$ cat src/design/glb_param_pkg.sv
//**********************************************************
// width constants shared by the global buffer blocks
// import where address or data widths are needed
//**********************************************************
package glb_param_pkg;

    // tile select field, up to 4 tiles
    localparam int TILE_SEL_ADDR_WIDTH = 2;

    // word address inside one bank, 16 words
    localparam int BANK_ADDR_WIDTH = 4;

    localparam int DATA_WIDTH = 32;

    // host word address = tile select on top of bank address
    localparam int ADDR_WIDTH = TILE_SEL_ADDR_WIDTH + BANK_ADDR_WIDTH;

endpackage

$ cat src/design/glb_packet_pkg.sv
//**********************************************************
// packet format carried along the tile chain
// opcode enum plus the 41-bit packet struct
//**********************************************************
package glb_packet_pkg;

    // requests from the host, responses from the addressed tile
    typedef enum logic [1:0] {
        OP_WR_REQ = 2'd0,
        OP_RD_REQ = 2'd1,
        OP_WR_RSP = 2'd2,
        OP_RD_RSP = 2'd3
    } packet_op_e;

    // valid marks a live packet, no back-pressure anywhere
    typedef struct packed {
        logic                                           valid;
        packet_op_e                                     op;
        logic [glb_param_pkg::TILE_SEL_ADDR_WIDTH-1:0]  tile;
        logic [glb_param_pkg::BANK_ADDR_WIDTH-1:0]      addr;
        logic [glb_param_pkg::DATA_WIDTH-1:0]           data;
    } packet_t;

endpackage

$ cat src/design/glb_bank_if.sv
//**********************************************************
// bank access port between a core switch and its bank
//**********************************************************
`timescale 1ns/1ps

interface glb_bank_if;
    import glb_param_pkg::*;

    logic                       we;
    logic [BANK_ADDR_WIDTH-1:0] addr;
    logic [DATA_WIDTH-1:0]      wdata;
    // read data comes back in the same cycle
    logic [DATA_WIDTH-1:0]      rdata;

    modport switch_mp (output we, addr, wdata, input rdata);
    modport bank_mp (input we, addr, wdata, output rdata);

endinterface

$ cat src/design/glb_bank.sv
//**********************************************************
// per-tile register bank, 16 words, async read
//**********************************************************
`timescale 1ns/1ps

module glb_bank (
    input  logic        clk,
    input  logic        clk_en,
    input  logic        reset,
    glb_bank_if.bank_mp bank
);
    import glb_param_pkg::*;

    localparam int DEPTH = 2 ** BANK_ADDR_WIDTH;

    logic [DATA_WIDTH-1:0] mem [DEPTH];

    // every word reads zero after reset
    always_ff @(posedge clk or posedge reset) begin
        if (reset) begin
            for (int i = 0; i < DEPTH; i++) begin
                mem[i] <= '0;
            end
        end else if (clk_en && bank.we) begin
            mem[bank.addr] <= bank.wdata;
        end
    end

    assign bank.rdata = mem[bank.addr];

endmodule

$ cat src/design/glb_core_strm_router.sv
//**********************************************************
// per-tile stream router, one per tile
// even tiles serve eastbound, odd tiles serve westbound
//**********************************************************
`timescale 1ns/1ps

module glb_core_strm_router #(
    parameter int TILE_ID = 0
) (
    input  logic                     clk,
    input  logic                     clk_en,
    input  logic                     reset,
    input  logic                     cfg_tile_connected_prev,
    input  logic                     cfg_tile_connected_next,
    input  glb_packet_pkg::packet_t  packet_w2e_wsti,
    output glb_packet_pkg::packet_t  packet_e2w_wsto,
    input  glb_packet_pkg::packet_t  packet_e2w_esti,
    output glb_packet_pkg::packet_t  packet_w2e_esto,
    input  glb_packet_pkg::packet_t  packet_sw2sr,
    output glb_packet_pkg::packet_t  packet_sr2sw
);
    import glb_packet_pkg::*;

    // tile numbering starts at 0, so tile 0 is even
    localparam bit IS_EVEN = (TILE_ID % 2) == 0;

    packet_t west_in;
    packet_t east_in;
    packet_t sw_out_q;

    // unconnected side loops our own outgoing packet back in
    assign west_in = cfg_tile_connected_prev ? packet_w2e_wsti : packet_e2w_wsto;
    assign east_in = cfg_tile_connected_next ? packet_e2w_esti : packet_w2e_esto;

    // switch output register, the only stage in a tile
    always_ff @(posedge clk or posedge reset) begin
        if (reset) begin
            sw_out_q <= '0;
        end else if (clk_en) begin
            sw_out_q <= packet_sw2sr;
        end
    end

    // served direction goes through the switch, the other passes straight
    assign packet_sr2sw    = IS_EVEN ? west_in : east_in;
    assign packet_w2e_esto = IS_EVEN ? sw_out_q : west_in;
    assign packet_e2w_wsto = IS_EVEN ? east_in : sw_out_q;

endmodule

$ cat src/design/glb_core_switch.sv
//**********************************************************
// per-tile core switch, serves requests for this tile
// and forwards every other packet unchanged
//**********************************************************
`timescale 1ns/1ps

module glb_core_switch #(
    parameter int TILE_ID = 0
) (
    input  glb_packet_pkg::packet_t  packet_in,
    output glb_packet_pkg::packet_t  packet_out,
    glb_bank_if.switch_mp            bank
);
    import glb_param_pkg::*;
    import glb_packet_pkg::*;

    localparam logic [TILE_SEL_ADDR_WIDTH-1:0] MY_TILE = TILE_SEL_ADDR_WIDTH'(TILE_ID);

    logic is_req;
    logic hit;

    assign is_req = (packet_in.op == OP_WR_REQ) || (packet_in.op == OP_RD_REQ);
    // live request addressed here
    assign hit = packet_in.valid && is_req && (packet_in.tile == MY_TILE);

    // bank only sees a write for a matching write request
    assign bank.we    = hit && (packet_in.op == OP_WR_REQ);
    assign bank.addr  = packet_in.addr;
    assign bank.wdata = packet_in.data;

    always_comb begin
        packet_out = packet_in;
        if (hit) begin
            if (packet_in.op == OP_WR_REQ) begin
                // write echoes its own data back
                packet_out.op = OP_WR_RSP;
            end else begin
                packet_out.op   = OP_RD_RSP;
                packet_out.data = bank.rdata;
            end
        end
    end

endmodule

$ cat src/design/glb_tile.sv
//**********************************************************
// one buffer tile: router, core switch and bank
//**********************************************************
`timescale 1ns/1ps

module glb_tile #(
    parameter int TILE_ID = 0
) (
    input  logic                     clk,
    input  logic                     clk_en,
    input  logic                     reset,
    input  logic                     cfg_tile_connected_prev,
    input  logic                     cfg_tile_connected_next,
    input  glb_packet_pkg::packet_t  packet_w2e_wsti,
    output glb_packet_pkg::packet_t  packet_e2w_wsto,
    input  glb_packet_pkg::packet_t  packet_e2w_esti,
    output glb_packet_pkg::packet_t  packet_w2e_esto
);
    import glb_packet_pkg::*;

    // router to switch and back
    packet_t packet_sr2sw;
    packet_t packet_sw2sr;

    glb_bank_if bank_if ();

    glb_core_strm_router #(
        .TILE_ID (TILE_ID)
    ) i_router (
        .clk                     (clk),
        .clk_en                  (clk_en),
        .reset                   (reset),
        .cfg_tile_connected_prev (cfg_tile_connected_prev),
        .cfg_tile_connected_next (cfg_tile_connected_next),
        .packet_w2e_wsti         (packet_w2e_wsti),
        .packet_e2w_wsto         (packet_e2w_wsto),
        .packet_e2w_esti         (packet_e2w_esti),
        .packet_w2e_esto         (packet_w2e_esto),
        .packet_sw2sr            (packet_sw2sr),
        .packet_sr2sw            (packet_sr2sw)
    );

    glb_core_switch #(
        .TILE_ID (TILE_ID)
    ) i_switch (
        .packet_in  (packet_sr2sw),
        .packet_out (packet_sw2sr),
        .bank       (bank_if.switch_mp)
    );

    glb_bank i_bank (
        .clk    (clk),
        .clk_en (clk_en),
        .reset  (reset),
        .bank   (bank_if.bank_mp)
    );

endmodule

$ cat src/design/glb_top.sv
//**********************************************************
// global buffer top: Wishbone front-end and tile chain
// NUM_TILES sets the chain length, 1 to 4
//**********************************************************
`timescale 1ns/1ps

module glb_top #(
    parameter int NUM_TILES = 4
) (
    input  logic                                 clk,
    input  logic                                 reset,
    input  logic                                 clk_en,
    input  logic                                 cyc,
    input  logic                                 stb,
    input  logic                                 we,
    input  logic [glb_param_pkg::ADDR_WIDTH-1:0] adr,
    input  logic [glb_param_pkg::DATA_WIDTH-1:0] dat_w,
    output logic [glb_param_pkg::DATA_WIDTH-1:0] dat_r,
    output logic                                 ack
);
    import glb_packet_pkg::*;

    // link i sits west of tile i, link NUM_TILES east of the last
    packet_t w2e_link [NUM_TILES+1];
    packet_t e2w_link [NUM_TILES+1];

    // nothing beyond the last tile
    assign e2w_link[NUM_TILES] = '0;

    glb_wb_front #(
        .NUM_TILES (NUM_TILES)
    ) i_front (
        .clk        (clk),
        .clk_en     (clk_en),
        .reset      (reset),
        .cyc        (cyc),
        .stb        (stb),
        .we         (we),
        .adr        (adr),
        .dat_w      (dat_w),
        .dat_r      (dat_r),
        .ack        (ack),
        .packet_out (w2e_link[0]),
        .packet_in  (e2w_link[0])
    );

    for (genvar i = 0; i < NUM_TILES; i++) begin : g_tile
        // front-end always sits west of tile 0, last tile turns around
        glb_tile #(
            .TILE_ID (i)
        ) i_tile (
            .clk                     (clk),
            .clk_en                  (clk_en),
            .reset                   (reset),
            .cfg_tile_connected_prev (1'b1),
            .cfg_tile_connected_next (i != NUM_TILES - 1),
            .packet_w2e_wsti         (w2e_link[i]),
            .packet_e2w_wsto         (e2w_link[i]),
            .packet_e2w_esti         (e2w_link[i+1]),
            .packet_w2e_esto         (w2e_link[i+1])
        );
    end

endmodule

$ cat src/design/glb_wb_front.sv
//**********************************************************
// Wishbone classic slave front-end, one request in flight
// sends a request packet into tile 0, acks on its return
//**********************************************************
`timescale 1ns/1ps

module glb_wb_front #(
    parameter int NUM_TILES = 4
) (
    input  logic                                 clk,
    input  logic                                 clk_en,
    input  logic                                 reset,
    input  logic                                 cyc,
    input  logic                                 stb,
    input  logic                                 we,
    input  logic [glb_param_pkg::ADDR_WIDTH-1:0] adr,
    input  logic [glb_param_pkg::DATA_WIDTH-1:0] dat_w,
    output logic [glb_param_pkg::DATA_WIDTH-1:0] dat_r,
    output logic                                 ack,
    output glb_packet_pkg::packet_t              packet_out,
    input  glb_packet_pkg::packet_t              packet_in
);
    import glb_param_pkg::*;
    import glb_packet_pkg::*;

    typedef enum logic [1:0] {
        FRONT_IDLE,
        FRONT_WAIT,
        FRONT_ACK
    } front_state_e;

    front_state_e state;
    logic         issued;
    // request targets a tile that exists
    logic         pend_served;

    logic [TILE_SEL_ADDR_WIDTH-1:0] tile_sel;
    logic                           in_range;
    logic                           rsp_hit;
    packet_t                        req_pkt;

    assign tile_sel = adr[ADDR_WIDTH-1 -: TILE_SEL_ADDR_WIDTH];
    assign in_range = tile_sel < NUM_TILES;

    // out-of-range requests come back still as requests
    assign rsp_hit = packet_in.valid
                   && ((packet_in.op == OP_WR_RSP) || (packet_in.op == OP_RD_RSP)
                       || !pend_served);

    // bus is held by the master until ack, so build from it directly
    always_comb begin
        req_pkt       = '0;
        req_pkt.valid = 1'b1;
        req_pkt.op    = we ? OP_WR_REQ : OP_RD_REQ;
        req_pkt.tile  = tile_sel;
        req_pkt.addr  = adr[BANK_ADDR_WIDTH-1:0];
        req_pkt.data  = dat_w;
    end

    always_ff @(posedge clk or posedge reset) begin
        if (reset) begin
            state       <= FRONT_IDLE;
            issued      <= 1'b0;
            pend_served <= 1'b0;
            packet_out  <= '0;
            ack         <= 1'b0;
        end else begin
            // ack drops on the next edge even while stalled
            ack <= 1'b0;
            if (clk_en) begin
                // request packet lives for one cycle only
                packet_out <= (state == FRONT_WAIT && !issued) ? req_pkt : '0;
                case (state)
                    FRONT_WAIT: begin
                        if (!issued) begin
                            issued      <= 1'b1;
                            pend_served <= in_range;
                        end else if (rsp_hit) begin
                            ack   <= 1'b1;
                            state <= FRONT_ACK;
                        end
                    end
                    // ack cycle can already accept the next request
                    default: begin
                        issued <= 1'b0;
                        state  <= (cyc && stb) ? FRONT_WAIT : FRONT_IDLE;
                    end
                endcase
            end
        end
    end

    // response data, written alongside ack
    always_ff @(posedge clk) begin
        if (clk_en && state == FRONT_WAIT && issued && rsp_hit) begin
            dat_r <= packet_in.data;
        end
    end

endmodule

$ cat config.mk
export PLATFORM = sky130hd
export DESIGN_NAME = glb_top
export DESIGN_NICKNAME = d
export VERILOG_FILES = /design/src/design/glb_param_pkg.sv /design/src/design/glb_packet_pkg.sv /design/src/design/glb_bank_if.sv /design/src/design/glb_bank.sv /design/src/design/glb_core_strm_router.sv /design/src/design/glb_core_switch.sv /design/src/design/glb_tile.sv /design/src/design/glb_top.sv /design/src/design/glb_wb_front.sv
export SDC_FILE = /design/constraint.sdc
export NUM_CORES = 2
export LEC_CHECK = 0
export ABC_AREA = 1
export ABC_CLOCK_PERIOD_IN_PS = 86400
export BUFFER_PORTS_ARGS = -buffer_cell sky130_fd_sc_hd__buf_2
export CELL_PAD_IN_SITES_DETAIL_PLACEMENT = 1
export CELL_PAD_IN_SITES_GLOBAL_PLACEMENT = 2
export CORE_MARGIN = 3
export CORE_UTILIZATION = 38
export DETAILED_ROUTE_END_ITERATION = 10
export HOLD_SLACK_MARGIN = 0.05
export PLACE_DENSITY = 0.86
export SYNTH_ARGS = -nofsm -noshare
export SYNTH_HDL_FRONTEND = slang
export SYNTH_SLANG_ARGS = --single-unit
$ cat constraint.sdc
create_clock -name clk -period 86.4 [get_ports clk]
set_input_delay 17.28 -clock clk [delete_from_list [all_inputs] [get_ports clk]]
set_output_delay 17.28 -clock clk [all_outputs]
set_load 0.005 [all_outputs]
# [Word-level counts from Yosys, hierarchy flattened]
# Cells that the tools add are included.
[word_totals] reg_bits=2284 in_bits=44 elab_cells=209
[classes] magnitude_cmp=8 n_eq_ne=12 muxes=51 bitwise=5 reduce_logical=41
[op_table] op="$bwmux 512" n=4
[op_table] op="$mux 32" n=20
[op_table] op="$bmux 32 s4" n=4
[op_table] op="$demux 32 s4" n=4
[op_table] op="$mux 41" n=1
[op_table] op="$logic_and 1x1->1" n=26
[op_table] op="$ge 5x5->1 const B" n=4
[op_table] op="$lt 5x1->1 const B" n=4
[op_table] op="$not 4->5" n=4
[op_table] op="$mux 2" n=7
[op_table] op="$eq 2x1->1 const B" n=6
[op_table] op="$mux 1" n=11
[op_table] op="$logic_not 2->1" n=5
[op_table] op="$eq 2x2->1 const B" n=4
[op_table] op="$logic_or 1x1->1" n=6
[op_table] op="$reduce_and 3->1" n=2
[op_table] op="$ne 2x1->1 const B" n=2
[op_table] op="$logic_not 1->1" n=2
[op_table] op="$not 1->1" n=1

# [Depth between registers and ports, before layout]
[depth] ltp_word=8 mapped_depth=12 depth_no_buf=9

# [Cells and area by module]
# From an unflattened synthesis, not the netlist that was laid out.
[unflattened] cells_unflattened=15863 hier_area_um2=113686.5
[modules_own_cells] module="glb_bank" instances=4 cells_per_inst=3264 area_each_um2=23844.1
[modules_own_cells] module="glb_core_strm_router" instances=4 cells_per_inst=481 area_each_um2=2970.3
[modules_own_cells] module="glb_wb_front" instances=1 cells_per_inst=237 area_each_um2=2802.7
[modules_own_cells] module="glb_core_switch (g_tile[1].i_tile.i_switch ...)" instances=2 cells_per_inst=161 area_each_um2=909.6
[modules_own_cells] module="glb_core_switch (g_tile[0].i_tile.i_switch)" instances=1 cells_per_inst=161 area_each_um2=902.1
[modules_own_cells] module="glb_core_switch (g_tile[3].i_tile.i_switch)" instances=1 cells_per_inst=161 area_each_um2=897.1
[modules_own_cells] module="glb_top" instances=1 cells_per_inst=2 area_each_um2=7.5

# [Least setup slack after synthesis]
# Ideal clock, no wire load.
[synth_timing] path_type="input to register" start="input clk_en" end="register i_front.dat_r[0] (netlist name) (enable)" arrival_time_ps=19410 setup_slack_ps=66569 cell_stages=5 n_path_buf=3 path_cell_list="buf_6 -> clkbuf_1 -> clkbuf_1 -> nand2_1 -> nor2_1"
[synth_between] elab_chain_cells=3
[synth_lines] element="from (decl)" line_no="glb_top.sv:12" rtl="input logic clk_en,"
[synth_lines] element="$logic_and 1x1->1 (3 in a row)" line_no="glb_wb_front.sv:95" rtl="if (clk_en && state == FRONT_WAIT && issued && rsp_hit) begin"
[synth_lines] element="to (signal assigned)" line_no="glb_wb_front.sv:96" rtl="dat_r <= packet_in.data;"
[synth_lines] element="to (decl)" line_no="glb_wb_front.sv:18" rtl="output logic [glb_param_pkg::DATA_WIDTH-1:0] dat_r,"
# No other way between the ends.
# A chain may end at the register's enable or synchronous reset.

==> impl_metrics.ini <==
[run_status]
status = finished, final reports clean

[timing]
max_freq_mhz = 46.6
setup_violations = 0
setup_slack_ns = 64.93
timing.hold.ws_ns = 0.446
min_period_ns = 21.47
slew_viol_final = 0
rsz0062_at_grt = no
slew_headroom_pct = 23.8
fin_tns_setup_ns = 0
tightest_slew_ns = 1.14
skew_ns = 0.0662
final.period_utilization_pct = 24.8
hold_violations = 0

[final_layout]
fin_nets = 13000
final_cell_area_um2 = 116000
layout.cells.non_filler = 16800
final_layout_size_suffix_gt1_share_pct = 5.54
post-route-util_pct = 42.2
area_growth_pct = 10.2
num-fill-cells = 33100

[pwr]
ir_drop_mv = 0.0147
power.switching_uw = 669
combPwrFrac_pct = 9.0
p_leak_nw = 55.7
p_clk_share_pct = 45.2
power_density_nw_per_um2 = 21.3
total_power_mw = 2.46
power_frac_seq_pct = 45.9
internal-power_mw = 1.79
power_switching_share_pct = 27.2

[clock_tree]
postCtsSetupRepairBufs = 0
clockBufferDepth = 4
htreeDepth = 5
root_buffer = clkbuf_16
cts_resized = 0
cts-buffers-inserted = 270
clk_pin_slew_worst_paths_ns = 0.06
cts_tree = built
worstSkewPairLatency_ns = 0.86
hold_buffers = 0
cts_sinks = 2282

[floorplan]
start_util_pct = 38.3
die-height_um = 531
die-area_um2 = 282000
core_um2 = 274000
top_level_ports = 77
rows = 192
die_w_um = 531

[detailed_routing]
wl_per_cell_um = 21.3
vias_per_cell = 5.36
drt_iter0_markers = 6295
routed_wl_mm = 357
drc_errors = 0
drtPass1Iterations = 6
vias = 89700
ant_nets = 0

[setup_path]
slowest_stage = buf_4
critPathTopFamily = buffers and inverters
crit_arrival_ns = 22.18
required_ns = 87.11
rr_endpoint = g_tile[1].i_tile.i_bank.mem[389]
path_cells = buf_2, inv_8, buf_12, buf_12, buf_4, buf_4, buf_4
cp_num_buf_inv = 7
cpMostUsedCell = buf_4
path_class = in -> async
max_stage_delay_ns = 0.91
end_kind = async pin
r2r_cells = 8
r2r-start = g_tile[3].i_tile.i_router.packet_e2w_wsto[33]
startpoint_type = input pin
r2r_slack_ns = 81.21
worst-path-max-fanout = 164

[global_route]
grt_max_degree = 165
grt_pass1_vias = 95200
antenna_found_initial = 3
grt_util_all_layers_pct = 25.3
grt.overflow.total = 0
grt_pass1_wl_mm = 562

[synth]
avgSynthCellArea_um2 = 7.79
ys_async_sr_fraction_pct = 98.6
seq_area_frac_synth_pct = 54.7
syn_nets = 13500
synth_cell_types = 33
synth-edff-count = 32
synth_ff_type = dfrtp_1
synth_top_area_cell = dfrtp_1
synth_top_area_share_pct = 53.7
synthCells = 13400
ys_warn_count = 0
syn-cell-area_um2 = 105000
ys_ff_latch = 2282
ys_top_cells_by_area = dfrtp_1, nand2_1, o21ai_0

[placement]
place_inst = 16300
hpwl_mm = 196
dp_slack_ns = 63.85
place_area_um2 = 107000
io_buffers = 76
gp_congestion = 0.771

[worst_hold_path]
whs_endpoint = i_front.dat_r[29]
min_path_cells = 0
min_from = g_tile[1].i_tile.i_router.packet_e2w_wsto[29]
min_path_type = reg -> reg

[job]
maxCapViolCount = 0
==> cells by family (layout without fill, tap and decap cells) <==
group	Yosys count	after routing	share of synthesized area (%)
and+or+nand+nor	7409	7409	27.4
AOI/OAI and AO/OA	2479	2479	12.8
DFF	2282	2282	54.7
buffers and inverters	1276	988	5.11
other	0	3	0
==> power by group through the flow <==
stage | registers, mW | logic, mW | clock network [mW]
finish | 1.13 | 0.221 | 1.11
global route | 1.13 | 0.244 | 1.18
CTS | 1.13 | 0.224 | 1.13
detailed placement | 1.15 | 0.222 | 0
global placement | 1.14 | 0.218 | 0
floorplan | 1.13 | 0.142 | 0
==> routing by layer <==
layer	vias up	routed length, um	GRT usage, %
met1	45700	155000	32.8
met3	614	14100	2.70
met5	-	13	0
met2	1752	174000	44.0
met4	2	13100	8.66
li1	41600	-	-
==> state kept, by name (all words and copies together), names as in the netlist <==
register / flops
g_tile.i_tile.i_bank.mem: 2048
g_tile.i_tile.i_router.packet_e2w_wsto: 75
g_tile.i_tile.i_router.packet_w2e_esto: 82
i_front.ack: 1
i_front.dat_r: 32
i_front.issued: 1
i_front.packet_out: 40
i_front.pend_served: 1
i_front.state: 2
==> layout by cell type, fill, tap and decap left out, types with 92 or more instances in the layout <==
cell type	Yosys	final
clkbuf_16	0	282
o21ai_1	306	306
nor2_1	109	92
nand3_1	394	385
o21ai_0	1748	1748
o21bai_1	128	128
dfrtp_1	2250	2242
nand2_1	6844	6844
o21a_1	225	225
inv_1	291	288
buf_4	1	145
==> worst max-delay path by stage <==
stage | startpoint | end | slack (ns) | cells after the start
finish | reset | i_front.packet_out[32] | 64.93 | 7
global route | reset | i_front.packet_out[32] | 64.10 | 7
global placement | reset | i_front.packet_out[32] | 64.00 | 7
detailed placement | reset | i_front.packet_out[32] | 63.85 | 7
floorplan | reset | g_tile[0].i_tile.i_bank.mem[0] | 5.54 | 1
CTS | reset | i_front.packet_out[32] | 64.79 | 7
==> synthesized netlist by cell type, types with 2 or more instances <==
master,instances
buf_6,61
nand4_1,12
o22ai_1,40
o21a_1,225
o21ai_0,1748
nand3_2,20
nand3_1,394
o21bai_1,128
o21ai_1,306
a31oi_1,2
buf_2,66
buf_1,51
dfrtp_1,2250
nand2_2,6
clkbuf_1,792
inv_2,10
edfxtp_1,32
nor2_2,11
nand2_1,6844
clkinv_1,2
inv_1,291
nand2_8,10
nor2_1,109
o21ai_2,27
==> cell type report <==
class,count,area [um^2],area share [%]
antenna,3,7.51,0.00650
multi-input combinational,9888,42500,36.8
clock buffer,408,8000,6.93
timing repair buffer,226,1580,1.37
tap,3589,4490,3.89
sequential,2282,57300,49.6
inverter,304,1190,1.03
clock inverter,50,453,0.392
Note: power is estimated with default switching activity, not from simulation.
